===== src/verilog/fmac_settings.svh =====
// Single-precision binary32 only; widths here are fixed and are not checked against each other
`ifndef FMAC_SETTINGS_SVH
`define FMAC_SETTINGS_SVH

////////////////////////////////////////
// Floating-point format
////////////////////////////////////////

// Exponent field width
`define FMAC_EXP_W 8
// Stored mantissa width, hidden bit not counted
`define FMAC_MANT_W 23
// Exponent bias
`define FMAC_BIAS 127

////////////////////////////////////////
// Data path sizes
////////////////////////////////////////

// Two 24-bit mantissas multiplied
`define FMAC_PROD_W 48
// Sign extension bit plus the 74-bit alignment window
`define FMAC_ALIGN_W 75
// One carry-save iteration per multiplier bit
`define FMAC_MUL_CYCLES 24

`endif

===== src/verilog/fmac_pkg.sv =====
// Types shared by the FMA data path and its testbench; sizes come from the settings header
`include "fmac_settings.svh"

package fmac_pkg;

   // IEEE-754 binary32 word, fields in storage order
   typedef struct packed {
      logic                    sign;
      logic [`FMAC_EXP_W-1:0]  exp;
      logic [`FMAC_MANT_W-1:0] mant;
   } fp32_t;

   // Operand triple for a + b*c
   typedef struct packed {
      fp32_t a;
      fp32_t b;
      fp32_t c;
   } fmac_operands_t;

   // Redundant product, sum and carry rows
   typedef struct packed {
      logic [`FMAC_PROD_W-1:0] sum;
      logic [`FMAC_PROD_W-1:0] carry;
   } pp_vec_t;

   // Aligner result, handed to the adder stage
   typedef struct packed {
      logic                     sub;
      logic [`FMAC_ALIGN_W-1:0] addend;
      logic [`FMAC_EXP_W+1:0]   exp;            // signed, bit 73 of the window
      logic                     sign;
      logic                     a_dominant;     // product lies below a
      logic [`FMAC_EXP_W+1:0]   shift_under_a;
      logic                     zero_product;
      logic [`FMAC_PROD_W-1:0]  sum;
      logic [`FMAC_PROD_W-1:0]  carry;
   } aligned_t;

   // Sequencer states
   typedef enum logic [1:0] {
      IDLE,
      MUL,
      ALIGN,
      ADD
   } fmac_state_t;

endpackage


===== src/verilog/fmac_top.sv =====
// a + b*c in 27 cycles, one operation in flight; result holds until the next done
`timescale 1ns/1ps
`include "fmac_settings.svh"

module fmac_top (
   input  logic                      clk,
   input  logic                      rst,
   input  logic                      start,
   input  fmac_pkg::fmac_operands_t  ops,
   output logic                      busy,
   output logic                      done,
   output fmac_pkg::fp32_t           result
);

   fmac_pkg::fmac_operands_t ops_q;
   fmac_pkg::pp_vec_t        pp;
   fmac_pkg::aligned_t       aligned;

   logic load_ops;
   logic mul_load;
   logic mul_step;
   logic align_capture;
   logic add_capture;
   logic last_step;

   ////////////////////////////////////////
   // Control
   ////////////////////////////////////////

   fmac_ctrl fmac_ctrl_i (
      .clk           (clk),
      .rst           (rst),
      .start         (start),
      .last_step     (last_step),
      .load_ops      (load_ops),
      .mul_load      (mul_load),
      .mul_step      (mul_step),
      .align_capture (align_capture),
      .add_capture   (add_capture),
      .busy          (busy),
      .done          (done)
   );

   fmac_cycle_counter fmac_cycle_counter_i (
      .clk       (clk),
      .rst       (rst),
      .load      (mul_load),
      .step      (mul_step),
      .last_step (last_step)
   );

   // Operands held for the aligner
   always_ff @(posedge clk) begin
      if (load_ops) ops_q <= ops;
   end

   ////////////////////////////////////////
   // Data path
   ////////////////////////////////////////

   // Loaded in the same cycle as ops_q, so fed straight from the port
   fmac_multiplier fmac_multiplier_i (
      .clk    (clk),
      .rst    (rst),
      .load   (mul_load),
      .step   (mul_step),
      .mant_b ({|ops.b.exp, ops.b.mant}),
      .mant_c ({|ops.c.exp, ops.c.mant}),
      .pp     (pp)
   );

   aligner aligner_i (
      .ops     (ops_q),
      .pp      (pp),
      .aligned (aligned)
   );

   fmac_add_normalize fmac_add_normalize_i (
      .clk         (clk),
      .rst         (rst),
      .capture_in  (align_capture),
      .capture_out (add_capture),
      .aligned     (aligned),
      .result      (result)
   );

endmodule


===== src/verilog/fmac_add_normalize.sv =====
// Truncating adder and normalizer; exponent underflow flushes to +0, overflow wraps unflagged
`timescale 1ns/1ps
`include "fmac_settings.svh"

module fmac_add_normalize (
   input  logic                 clk,
   input  logic                 rst,
   input  logic                 capture_in,
   input  logic                 capture_out,
   input  fmac_pkg::aligned_t   aligned,
   output fmac_pkg::fp32_t      result
);

   localparam int aw    = `FMAC_ALIGN_W;
   localparam int win_w = `FMAC_ALIGN_W - 1;
   localparam int ew    = `FMAC_EXP_W + 2;

   fmac_pkg::aligned_t al_q;
   fmac_pkg::fp32_t    res_d;
   logic [aw-1:0]      adj;
   logic [aw-1:0]      total;
   logic [win_w-1:0]   mag;
   logic [win_w-1:0]   norm;
   logic [6:0]         lz;
   logic [ew-1:0]      exp_norm;
   logic               prod_below;
   logic               neg;
   logic               zero_res;

   // Position of the leading one, 74 when v is zero
   function automatic logic [6:0] count_lz(input logic [win_w-1:0] v);
      logic [6:0] n;
      n = 7'(win_w);
      // Highest set bit is seen last
      for (int i = 0; i < win_w; i++) begin
         if (v[i]) n = 7'(win_w - 1 - i);
      end
      return n;
   endfunction

   always_ff @(posedge clk) begin
      if (capture_in) al_q <= aligned;
   end

   ////////////////////////////////////////
   // Three-input add
   ////////////////////////////////////////

   // Product sits shift_under_a places under a; only its borrow survives truncation
   assign prod_below = !al_q.zero_product && (al_q.shift_under_a != '0);

   // Carry-in for the inverted addend, or minus one for a product hidden below a
   assign adj = al_q.a_dominant ? {aw{al_q.sub && prod_below}} : aw'(al_q.sub);

   assign total = aw'(al_q.sum) + aw'(al_q.carry) + al_q.addend + adj;

   // Negative total means the addend won a subtraction
   assign neg = total[aw-1];
   assign mag = neg ? win_w'(~total + 1'b1) : total[win_w-1:0];

   ////////////////////////////////////////
   // Normalize and pack
   ////////////////////////////////////////

   assign lz       = count_lz(mag);
   assign norm     = mag << lz;
   assign exp_norm = al_q.exp - ew'(lz);
   // Zero magnitude and underflow both give +0
   assign zero_res = (mag == '0) || $signed(exp_norm) <= 0;

   assign res_d.sign = zero_res ? 1'b0 : (al_q.sign ^ neg);
   assign res_d.exp  = zero_res ? '0 : exp_norm[`FMAC_EXP_W-1:0];
   // Bits under the leading one, the rest are cut off
   assign res_d.mant = zero_res ? '0 : norm[win_w-2 -: `FMAC_MANT_W];

   always_ff @(posedge clk) begin
      if (rst) begin
         result <= '0;
      end else if (capture_out) begin
         result <= res_d;
      end
   end

endmodule


===== src/verilog/aligner.sv =====
// Normal operands only; a zero exponent field reads as zero, no NaN, infinity or overflow handling
`timescale 1ns/1ps
`include "fmac_settings.svh"

module aligner (
   input  fmac_pkg::fmac_operands_t ops,
   input  fmac_pkg::pp_vec_t        pp,
   output fmac_pkg::aligned_t       aligned
);

   localparam int ew      = `FMAC_EXP_W + 2;
   localparam int win_w   = `FMAC_ALIGN_W - 1;
   localparam int mw      = `FMAC_MANT_W + 1;
   localparam int win_ofs = 27;

   logic [ew-1:0]    sft_amt;
   logic             sft_neg;
   logic             a_zero;
   logic             zero_product;
   logic             a_dom;
   logic             drop;
   logic [mw-1:0]    mant_a_h;
   logic [win_w-1:0] window;
   logic [mw-1:0]    tail_bits;
   logic [win_w-1:0] window_sel;
   logic             tail;
   logic [win_w-1:0] win_sub;

   ////////////////////////////////////////
   // Shift amount and case select
   ////////////////////////////////////////

   assign a_zero       = (ops.a.exp == '0);
   assign zero_product = (ops.b.exp == '0) || (ops.c.exp == '0);
   assign mant_a_h     = a_zero ? '0 : {1'b1, ops.a.mant};

   // Addend MSB sits 27 places above the product MSB at zero shift
   assign sft_amt = ew'(ops.b.exp) + ew'(ops.c.exp) - ew'(ops.a.exp) - ew'(`FMAC_BIAS)
                    + ew'(win_ofs);
   assign sft_neg = sft_amt[ew-1];

   // b*c below a, or nothing to add to a
   assign a_dom = zero_product || (!a_zero && sft_neg);
   // Addend fully under the product LSB
   assign drop  = a_zero || (!sft_neg && (sft_amt > ew'(win_w)));

   ////////////////////////////////////////
   // Addend alignment
   ////////////////////////////////////////

   assign {window, tail_bits} = {mant_a_h, {win_w{1'b0}}} >> (drop ? 7'd0 : sft_amt[6:0]);
   assign window_sel = drop ? '0 : window;
   // Any addend bit below the window
   assign tail       = drop ? (|mant_a_h) : (|tail_bits);

   // Under subtraction a lost tail counts as one more unit, keeping truncation toward zero
   assign win_sub = window_sel + win_w'(tail);

   assign aligned.sub    = ops.a.sign ^ ops.b.sign ^ ops.c.sign;
   assign aligned.addend = a_dom       ? {1'b0, mant_a_h, {(win_w - mw){1'b0}}} :
                           aligned.sub ? {1'b1, ~win_sub} :
                                         {1'b0, window_sel};

   // Exponent of window bit 73
   assign aligned.exp = a_dom ? ew'(ops.a.exp)
                              : ew'(ops.b.exp) + ew'(ops.c.exp) - ew'(`FMAC_BIAS)
                                + ew'(win_ofs);
   assign aligned.sign = a_dom ? ops.a.sign : (ops.b.sign ^ ops.c.sign);

   assign aligned.a_dominant    = a_dom;
   // Distance of the product below the window in the a-dominant case
   assign aligned.shift_under_a = ew'(ops.a.exp) - ew'(ops.b.exp) - ew'(ops.c.exp)
                                  + ew'(`FMAC_BIAS) - ew'(win_ofs);
   assign aligned.zero_product  = zero_product;

   // Product drops out under a
   assign aligned.sum   = a_dom ? '0 : pp.sum;
   assign aligned.carry = a_dom ? '0 : pp.carry;

endmodule


===== src/verilog/fmac_multiplier.sv =====
// Unsigned 24x24 carry-save multiply; sum+carry equals the product only after all 24 steps
`timescale 1ns/1ps
`include "fmac_settings.svh"

module fmac_multiplier (
   input  logic                    clk,
   input  logic                    rst,
   input  logic                    load,
   input  logic                    step,
   input  logic [`FMAC_MANT_W:0]   mant_b,
   input  logic [`FMAC_MANT_W:0]   mant_c,
   output fmac_pkg::pp_vec_t       pp
);

   localparam int pw = `FMAC_PROD_W;

   logic [pw-1:0]          mcand_q;    // multiplicand, moves up one place per step
   logic [`FMAC_MANT_W:0]  mplier_q;   // multiplier, consumed from bit 0
   logic [pw-1:0]          sum_q;
   logic [pw-1:0]          carry_q;
   logic [pw-1:0]          pp_row;
   logic [pw-1:0]          sum_d;
   logic [pw-2:0]          maj;

   ////////////////////////////////////////
   // 3:2 compressor
   ////////////////////////////////////////

   // Gated partial product for this step
   assign pp_row = mplier_q[0] ? mcand_q : '0;
   assign sum_d  = sum_q ^ carry_q ^ pp_row;
   // Majority out of the top bit is always zero since the partial sum stays below 2^48
   assign maj    = (sum_q[pw-2:0] & carry_q[pw-2:0]) |
                   (sum_q[pw-2:0] & pp_row[pw-2:0]) |
                   (carry_q[pw-2:0] & pp_row[pw-2:0]);

   always_ff @(posedge clk) begin
      if (rst) begin
         mcand_q  <= '0;
         mplier_q <= '0;
         sum_q    <= '0;
         carry_q  <= '0;
      end else if (load) begin
         mcand_q  <= pw'(mant_c);
         mplier_q <= mant_b;
         sum_q    <= '0;
         carry_q  <= '0;
      end else if (step) begin
         mcand_q  <= {mcand_q[pw-2:0], 1'b0};
         mplier_q <= {1'b0, mplier_q[`FMAC_MANT_W:1]};
         sum_q    <= sum_d;
         // Carries weigh one place more
         carry_q  <= {maj, 1'b0};
      end
   end

   // Left redundant, the adder stage resolves it
   assign pp.sum   = sum_q;
   assign pp.carry = carry_q;

endmodule


===== src/verilog/fmac_cycle_counter.sv =====
// Counts FMAC_MUL_CYCLES steps; a step without a prior load wraps and is not flagged
`timescale 1ns/1ps
`include "fmac_settings.svh"

module fmac_cycle_counter (
   input  logic clk,
   input  logic rst,
   input  logic load,
   input  logic step,
   output logic last_step
);

   localparam int cnt_w = $clog2(`FMAC_MUL_CYCLES);
   localparam logic [cnt_w-1:0] load_val = cnt_w'(`FMAC_MUL_CYCLES - 1);

   logic [cnt_w-1:0] count;

   // Load wins over step
   always_ff @(posedge clk) begin
      if (rst) begin
         count <= '0;
      end else if (load) begin
         count <= load_val;
      end else if (step) begin
         count <= count - 1'b1;
      end
   end

   // Zero means the step now in progress is the last one
   assign last_step = (count == '0);

endmodule


===== src/verilog/fmac_ctrl.sv =====
// One operation at a time; start is ignored unless idle, done is a single-cycle pulse
`timescale 1ns/1ps

module fmac_ctrl (
   input  logic clk,
   input  logic rst,
   input  logic start,
   input  logic last_step,
   output logic load_ops,
   output logic mul_load,
   output logic mul_step,
   output logic align_capture,
   output logic add_capture,
   output logic busy,
   output logic done
);

   fmac_pkg::fmac_state_t state;
   fmac_pkg::fmac_state_t state_nxt;

   // Next-state logic
   always_comb begin
      state_nxt = state;
      case (state)
         fmac_pkg::IDLE:  if (start) state_nxt = fmac_pkg::MUL;
         // Stay until the counter flags the final iteration
         fmac_pkg::MUL:   if (last_step) state_nxt = fmac_pkg::ALIGN;
         fmac_pkg::ALIGN: state_nxt = fmac_pkg::ADD;
         fmac_pkg::ADD:   state_nxt = fmac_pkg::IDLE;
         default:         state_nxt = fmac_pkg::IDLE;
      endcase
   end

   always_ff @(posedge clk) begin
      if (rst) begin
         state <= fmac_pkg::IDLE;
         done  <= 1'b0;
      end else begin
         state <= state_nxt;
         // Result is written on leaving ADD, so done lines up with it
         done  <= (state == fmac_pkg::ADD);
      end
   end

   // Strobes decoded from the state
   assign load_ops      = (state == fmac_pkg::IDLE) && start;
   assign mul_load      = load_ops;
   assign mul_step      = (state == fmac_pkg::MUL);
   assign align_capture = (state == fmac_pkg::ALIGN);
   assign add_capture   = (state == fmac_pkg::ADD);
   assign busy          = (state != fmac_pkg::IDLE);

endmodule


===== config.mk =====
export PLATFORM = sky130hd
export DESIGN_NAME = fmac_top
export DESIGN_NICKNAME = d
export VERILOG_FILES = /design/src/verilog/fmac_pkg.sv /design/src/verilog/fmac_top.sv /design/src/verilog/fmac_add_normalize.sv /design/src/verilog/aligner.sv /design/src/verilog/fmac_multiplier.sv /design/src/verilog/fmac_cycle_counter.sv /design/src/verilog/fmac_ctrl.sv
export VERILOG_INCLUDE_DIRS = /design/src /design/src/verilog
export SDC_FILE = /design/constraint.sdc
export NUM_CORES = 2
export LEC_CHECK = 0
export ABC_AREA = 1
export BUFFER_PORTS_ARGS = -buffer_cell sky130_fd_sc_hd__clkbuf_2
export CAP_MARGIN = 20
export CORE_MARGIN = 5
export CORE_UTILIZATION = 64
export DETAILED_ROUTE_END_ITERATION = 10
export GPL_TIMING_DRIVEN = 0
export PLACE_DENSITY_LB_ADDON = 0.05
export SYNTH_ARGS = -nofsm -noshare
export SYNTH_HDL_FRONTEND = slang
export SYNTH_SLANG_ARGS = --single-unit

===== constraint.sdc =====
create_clock -name clk -period 18.65 [get_ports clk]
set_input_delay 1.865 -clock clk [delete_from_list [all_inputs] [get_ports clk]]
set_output_delay 1.865 -clock clk [all_outputs]
set_load 0.1 [all_outputs]

== Word level (Yosys, flattened, before mapping) ==
Index checks and enable logic that the tools add are counted.
Word-level totals
  flip-flop bits (word level): 451
  latch bits: 0
  bits in writable memories: 0
  bits in read-only memories: 0
  output and inout port bits: 34
  word-level logic and storage cells: 193
  memories: 0
Operators by class
  $add $sub $neg: 17
  multipliers: 0
  div/mod/pow operators: 0
  $lt $le $gt $ge: 2
  equal/unequal tests: 5
  shift operators: 2
  mux-type cells: 97
  bitwise operators: 13
  reductions and logical operators: 27
Operators by type and width (count)
  $mux 7: 65
  $mux 74: 3
  $add 75x75->75: 2
  $mux 75: 2
  $not 74->74: 2
  $and 47x47->47: 3
  $mux 24: 5
  $shr 98x7->98: 1
  $xor 48x48->48: 2
  $or 47x47->47: 2
  $add 74x1->74: 1
  $add 74x1->74 const B: 1
  $logic_not 74->1: 1
  $shl 74x7->73: 1
  $add 48x48->49: 1
  $mux 48: 1
  $reduce_or 24->1: 2
  $mux 4: 8
  $logic_not 8->1: 3
  $mux 23: 1
  $add 10x5->10 const B: 2
  $sub 10x7->10 const B: 2
  $sub 10x8->10: 2
  $mux 8: 2
  27 further kinds: 48

== Depth between registers and ports, before layout ==
  depth in word-level cells: 86
  gate-level depth with buffers: 147

== By module ==
A second synthesis with hierarchy kept.
Unflattened totals
  cell total of the unflattened synthesis: 5610
  area total of the unflattened synthesis: 40847.9 um^2
Modules (own cells, without submodules)
  fmac_add_normalize: instances 1, cells an instance 2978, area each 22345.2 um^2, seq. area each 6496.2 um^2
  aligner: instances 1, cells an instance 1547, area each 7556.0 um^2, seq. area each 0.0 um^2
  fmac_multiplier: instances 1, cells an instance 889, area each 7469.7 um^2, seq. area each 3343.2 um^2
  fmac_top: instances 1, cells an instance 126, area each 2995.4 um^2, seq. area each 2882.8 um^2
  fmac_cycle_counter: instances 1, cells an instance 39, area each 261.5 um^2, seq. area each 100.1 um^2
  fmac_ctrl: instances 1, cells an instance 31, area each 220.2 um^2, seq. area each 60.1 um^2

== Least setup slack after synthesis ==
No wires, ideal clock.
  path kind: register to register
  start: register fmac_add_normalize_i.al_q[1] in the netlist's numbering
  end: register fmac_add_normalize_i.result[1] (netlist name)
  arrival: 13026 ps
  data required time: 18585 ps
  slack: 5559 ps
  stages on the path, launching flop included: 141
  buffers on the path: 4
  period minus slack after synthesis: 13091 ps
  cell sequence: edfxtp_1 ha_1 inv_1 fa_1 o21ai_0 a21oi_1 o21bai_1 nand2_1 nand2_1 a21oi_1 nor3_1 nor2_1 inv_1 a21oi_1 inv_1 a21oi_1 o31ai_1 a21oi_1 (+105 left out) buf_6 buf_6 ha_1 fa_1 nor2_1 a211oi_1 o21ai_0 a211oi_1 xor2_1 o21ai_0 a41oi_1 nand2_1 nor2_1 buf_2 nand3_1 nor3_1 nor2_1 nor2_1
Between the ends
  cells in the longest elaborated chain, start to end: 83
Ends and longest elaborated chain
  from (decl): line fmac_add_normalize.sv:18  | fmac_pkg::aligned_t al_q;
  from (signal assigned): line fmac_add_normalize.sv:42  | if (capture_in) al_q <= aligned;
  $add 48x48->49 *: line fmac_add_normalize.sv:55  | assign total = aw'(al_q.sum) + aw'(al_q.carry) + al_q.addend + adj;
  $add 75x75->75 * (2 in a row): line fmac_add_normalize.sv:55
  $not 74->74: line fmac_add_normalize.sv:59  | assign mag = neg ? win_w'(~total + 1'b1) : total[win_w-1:0];
  $add 74x1->74: line fmac_add_normalize.sv:59
  $mux 74 *: line fmac_add_normalize.sv:59
  $mux 2: line fmac_add_normalize.sv:36  | if (v[i]) n = 7'(win_w - 1 - i);
  $mux 4 (8 in a row): line fmac_add_normalize.sv:36
  $mux 7 (64 in a row): line fmac_add_normalize.sv:36
  $sub 10x7->10: line fmac_add_normalize.sv:67  | assign exp_norm = al_q.exp - ew'(lz);
  $le 10x1->1: line fmac_add_normalize.sv:69  | assign zero_res = (mag == '0) || $signed(exp_norm) <= 0;
  $logic_or 1x1->1: line fmac_add_normalize.sv:69
  $mux 23 *: line fmac_add_normalize.sv:74  | assign res_d.mant = zero_res ? '0 : norm[win_w-2 -: `FMAC_MANT_W];
Mark *: on every way between the ends. The rest lies on a longest branch, timed or not.
A chain may end at the register's enable or synchronous reset.

== Worst setup path in the final report ==
  start: register fmac_add_normalize_i.al_q[3] in the netlist's numbering
  end: register fmac_add_normalize_i.result[1] (netlist name)
Between the ends
  cells in the longest elaborated chain, start to end: 82
Ends and longest elaborated chain (line)
  $add 48x48->49 *: fmac_add_normalize.sv:55
  $add 75x75->75 * (2 in a row): fmac_add_normalize.sv:55
  $mux 74 *: fmac_add_normalize.sv:59
  $mux 2 (2 in a row): fmac_add_normalize.sv:36
  $mux 4 (8 in a row): fmac_add_normalize.sv:36
  $mux 7 (64 in a row): fmac_add_normalize.sv:36
  $sub 10x7->10: fmac_add_normalize.sv:67
  $le 10x1->1: fmac_add_normalize.sv:69
  $logic_or 1x1->1: fmac_add_normalize.sv:69
  $mux 23 *: fmac_add_normalize.sv:74
Marked as above.

==> qor.yml <==
final_layout:
  final_nets: 5994
  fin_cells: 6396
  drive_above_1_share_pct: 7.35
  design_area_um2: 41200
  fillers: 4739
  syn2layout_area_growth_pct: 8.91
critical_path:
  arrival_ns: 17.59
  path_common_cell: "nand2_1"
  cp.required_ns: 19.10
  crit_slowest_cell: "o21ai_1"
  critical_path_class: "reg -> reg"
  worstSetupEndpointType: "flip-flop"
  cp_top_family: "simple AND/OR/NAND/NOR gates"
  cpPeakStageDelay_ns: 0.57
  path_buf_inv: 9
  path_max_fanout: 10
  start_kind: "flip-flop"
timing:
  period_needed_ns: 17.14
  worstMarginPinSlew_ns: 1.15
  hold_viol: 0
  fmax_mhz: 58.3
  setup_violations: 0
  worst_slack_ns: 1.51
  slew_headroom_pct: 22.3
  slew_viol_final: 0
  fin_worst_skew_ns: 0.0530
  finalCritPeriodShare_pct: 91.9
  tns_ns: 0
min_path:
  hold_class: "reg -> reg"
routing:
  dr.pass1.iters: 6
  postRouteAntennaNets: 0
  num_vias: 38200
  vias_per_cell: 5.96
  wl_mm: 130
  wire_per_inst_um: 20.3
  drtIter0Drc: 4608
  drc: 0
synthesis:
  synthMuxAreaShare_pct: 0.0529
  synth_area_per_cell_um2: 7.01
  yosysTopAreaCell: "edfxtp_1"
  yosys_register_bits: 451
  synthesis.area_um2: 37800
  yosys_warnings: 0
  synthAdderAreaFrac_pct: 12.4
  synth_xor_area_share_pct: 5.33
  yosys.area_share.simple_pct: 28.7
  synth-main-ff-cell: "edfxtp_1"
  ys_seq_area_share_pct: 30.3
  ys_top_cells_by_area: "edfxtp_1, nand2_1, dfxtp_1"
  synth_compound_area_share_pct: 13.3
  yosys.cell_types.count: 78
  synthTopCellsByCount: "nand2_1, inv_1, nand3_1"
  syn_nets: 5807
  synth_edf_count: 244
  postSynthCellCount: 5394
  yosysMostFrequentCell: "nand2_1"
  synth_top_area_share_pct: 19.4
  async_flop_share_pct: 0
  synth_top_family_by_area: "simple AND/OR/NAND/NOR gates"
place:
  portBuffers: 131
  place_congestion: 1.09
  post_dp_cell_area_um2: 39500
  place_hpwl_mm: 102
  dp.cells: 6303
  post-place-ws_ns: 1.16
run_status:
  outcome: "finished, final reports clean"
clock_tree:
  cts_root_buffer: "clkbuf_16"
  postCtsSetupRepairBufs: 0
  path_clk_slew_ns: 0.07
  cts_num_sinks: 451
  cts_buffers: 49
  clock_latency_ns: 0.64
  cts_tree: "yes"
  cts_buffer_depth: 3
  ctsHoldBuffers: 0
  cts-htree-levels: 2
global_route:
  grt_usage_pct: 39.4
  grt_pass1_wl_mm: 201
  antenna_found_initial: 1
  first_global_vias: 36400
  grt_start_max_net_pins: 72
  overflow: 0
flow_run:
  cap_viol_max_count: 0
floorplanning:
  rows: 89
  ios: 133
  core-area_um2: 58800
  die-area_um2: 64100
  start_util_pct: 64.3
  die_h_um: 253
  die_x_um: 253
sequential cells by signal, summed over array words and instances (netlist names):
name	flops
fmac_add_normalize_i.al_q	194
fmac_multiplier_i.mcand_q	48
fmac_ctrl_i.state	2
fmac_multiplier_i.mplier_q	24
fmac_cycle_counter_i.count	5
fmac_multiplier_i.sum_q	48
fmac_add_normalize_i.result	32
fmac_multiplier_i.carry_q	47
fmac_ctrl_i.done	1
ops_q	50
worst paths after layout:
kind | start | end | slack (ns) | depth (start not counted)
hold / removal | fmac_add_normalize_i.result[25] | fmac_add_normalize_i.result[25] | 0.47 | 2
setup reg to reg | fmac_add_normalize_i.al_q[3] | fmac_add_normalize_i.result[1] | 1.51 | 141
hold reg to reg | fmac_add_normalize_i.result[25] | fmac_add_normalize_i.result[25] | 0.47 | 2
setup / recovery | fmac_add_normalize_i.al_q[3] | fmac_add_normalize_i.result[1] | 1.51 | 141
placed cells by master, fill, tap and decap left out, drive strengths merged, types with 207 or more instances in the layout:
master / n
nand2: 1408
inv: 731
nand3: 561
a21oi: 416
nor2: 397
clkbuf: 350
o21ai: 314
edfxtp: 244
ha: 212
dfxtp: 207
metal layers:
layer / up-vias / GRT usage, % / routed length, um
met5: - / 0 / 12
met4: 2 / 21.1 / 8430
met3: 426 / 7.66 / 12600
met2: 1999 / 62.8 / 58600
met1: 17700 / 51.1 / 49900
li1: 18000 / - / -
metrics by stage:
| stage | util [%] | hold WS (ns) |
|---|---|---|
| floorplan | - | 0.441 |
| global placement | 67.1 | 0.451 |
| detailed placement | 67.3 | 0.456 |
| CTS | 70.0 | 0.467 |
| global route | 70.1 | 0.482 |
| finish | 70.1 | 0.466 |
area by class of cell:
| class | count | area (um^2) | area share [%] |
|---|---|---|---|
| multi-input cells | 3978 | 22700 | 55.0 |
| flip-flops and latches | 451 | 11500 | 27.8 |
| inverters | 735 | 2760 | 6.70 |
| clock buffers | 64 | 1370 | 3.31 |
| plain buffers | 230 | 990 | 2.40 |
| well taps | 773 | 967 | 2.35 |
| repair buffers | 136 | 728 | 1.77 |
| clock inverters | 28 | 239 | 0.580 |
| diodes | 1 | 2.50 | 0.00607 |
cell families after synthesis:
| family | Yosys count |
|---|---|
| AO/OA/AOI/OAI | 903 |
| XOR/XNOR | 225 |
| adder cells (fa/ha/maj) | 314 |
| buffers and inverters | 965 |
| flip-flops | 451 |
| multiplexers | 2 |
| AND/OR/NAND/NOR | 2534 |
what timing repair did:
| item | CTS | global route |
|---|---|---|
| setup endpoints to repair | 0 | 31 |
| endpoints found under the hold margin | 0 | 0 |
| gates resized for setup | 0 | 10 |
worst register-to-register path: cells and delay by family, from the launching register on:
family	cells	cell delay (ns)
AO/OA/AOI/OAI	26	5.14
flip-flops	1	0.40
buffers and inverters	9	1.10
adder cells (fa/ha/maj)	5	1.94
AND/OR/NAND/NOR	99	7.78
XOR/XNOR	2	0.67
Power is not shown: default switching activity piles up to over one toggle a cycle in this logic, so the estimate is an artifact.
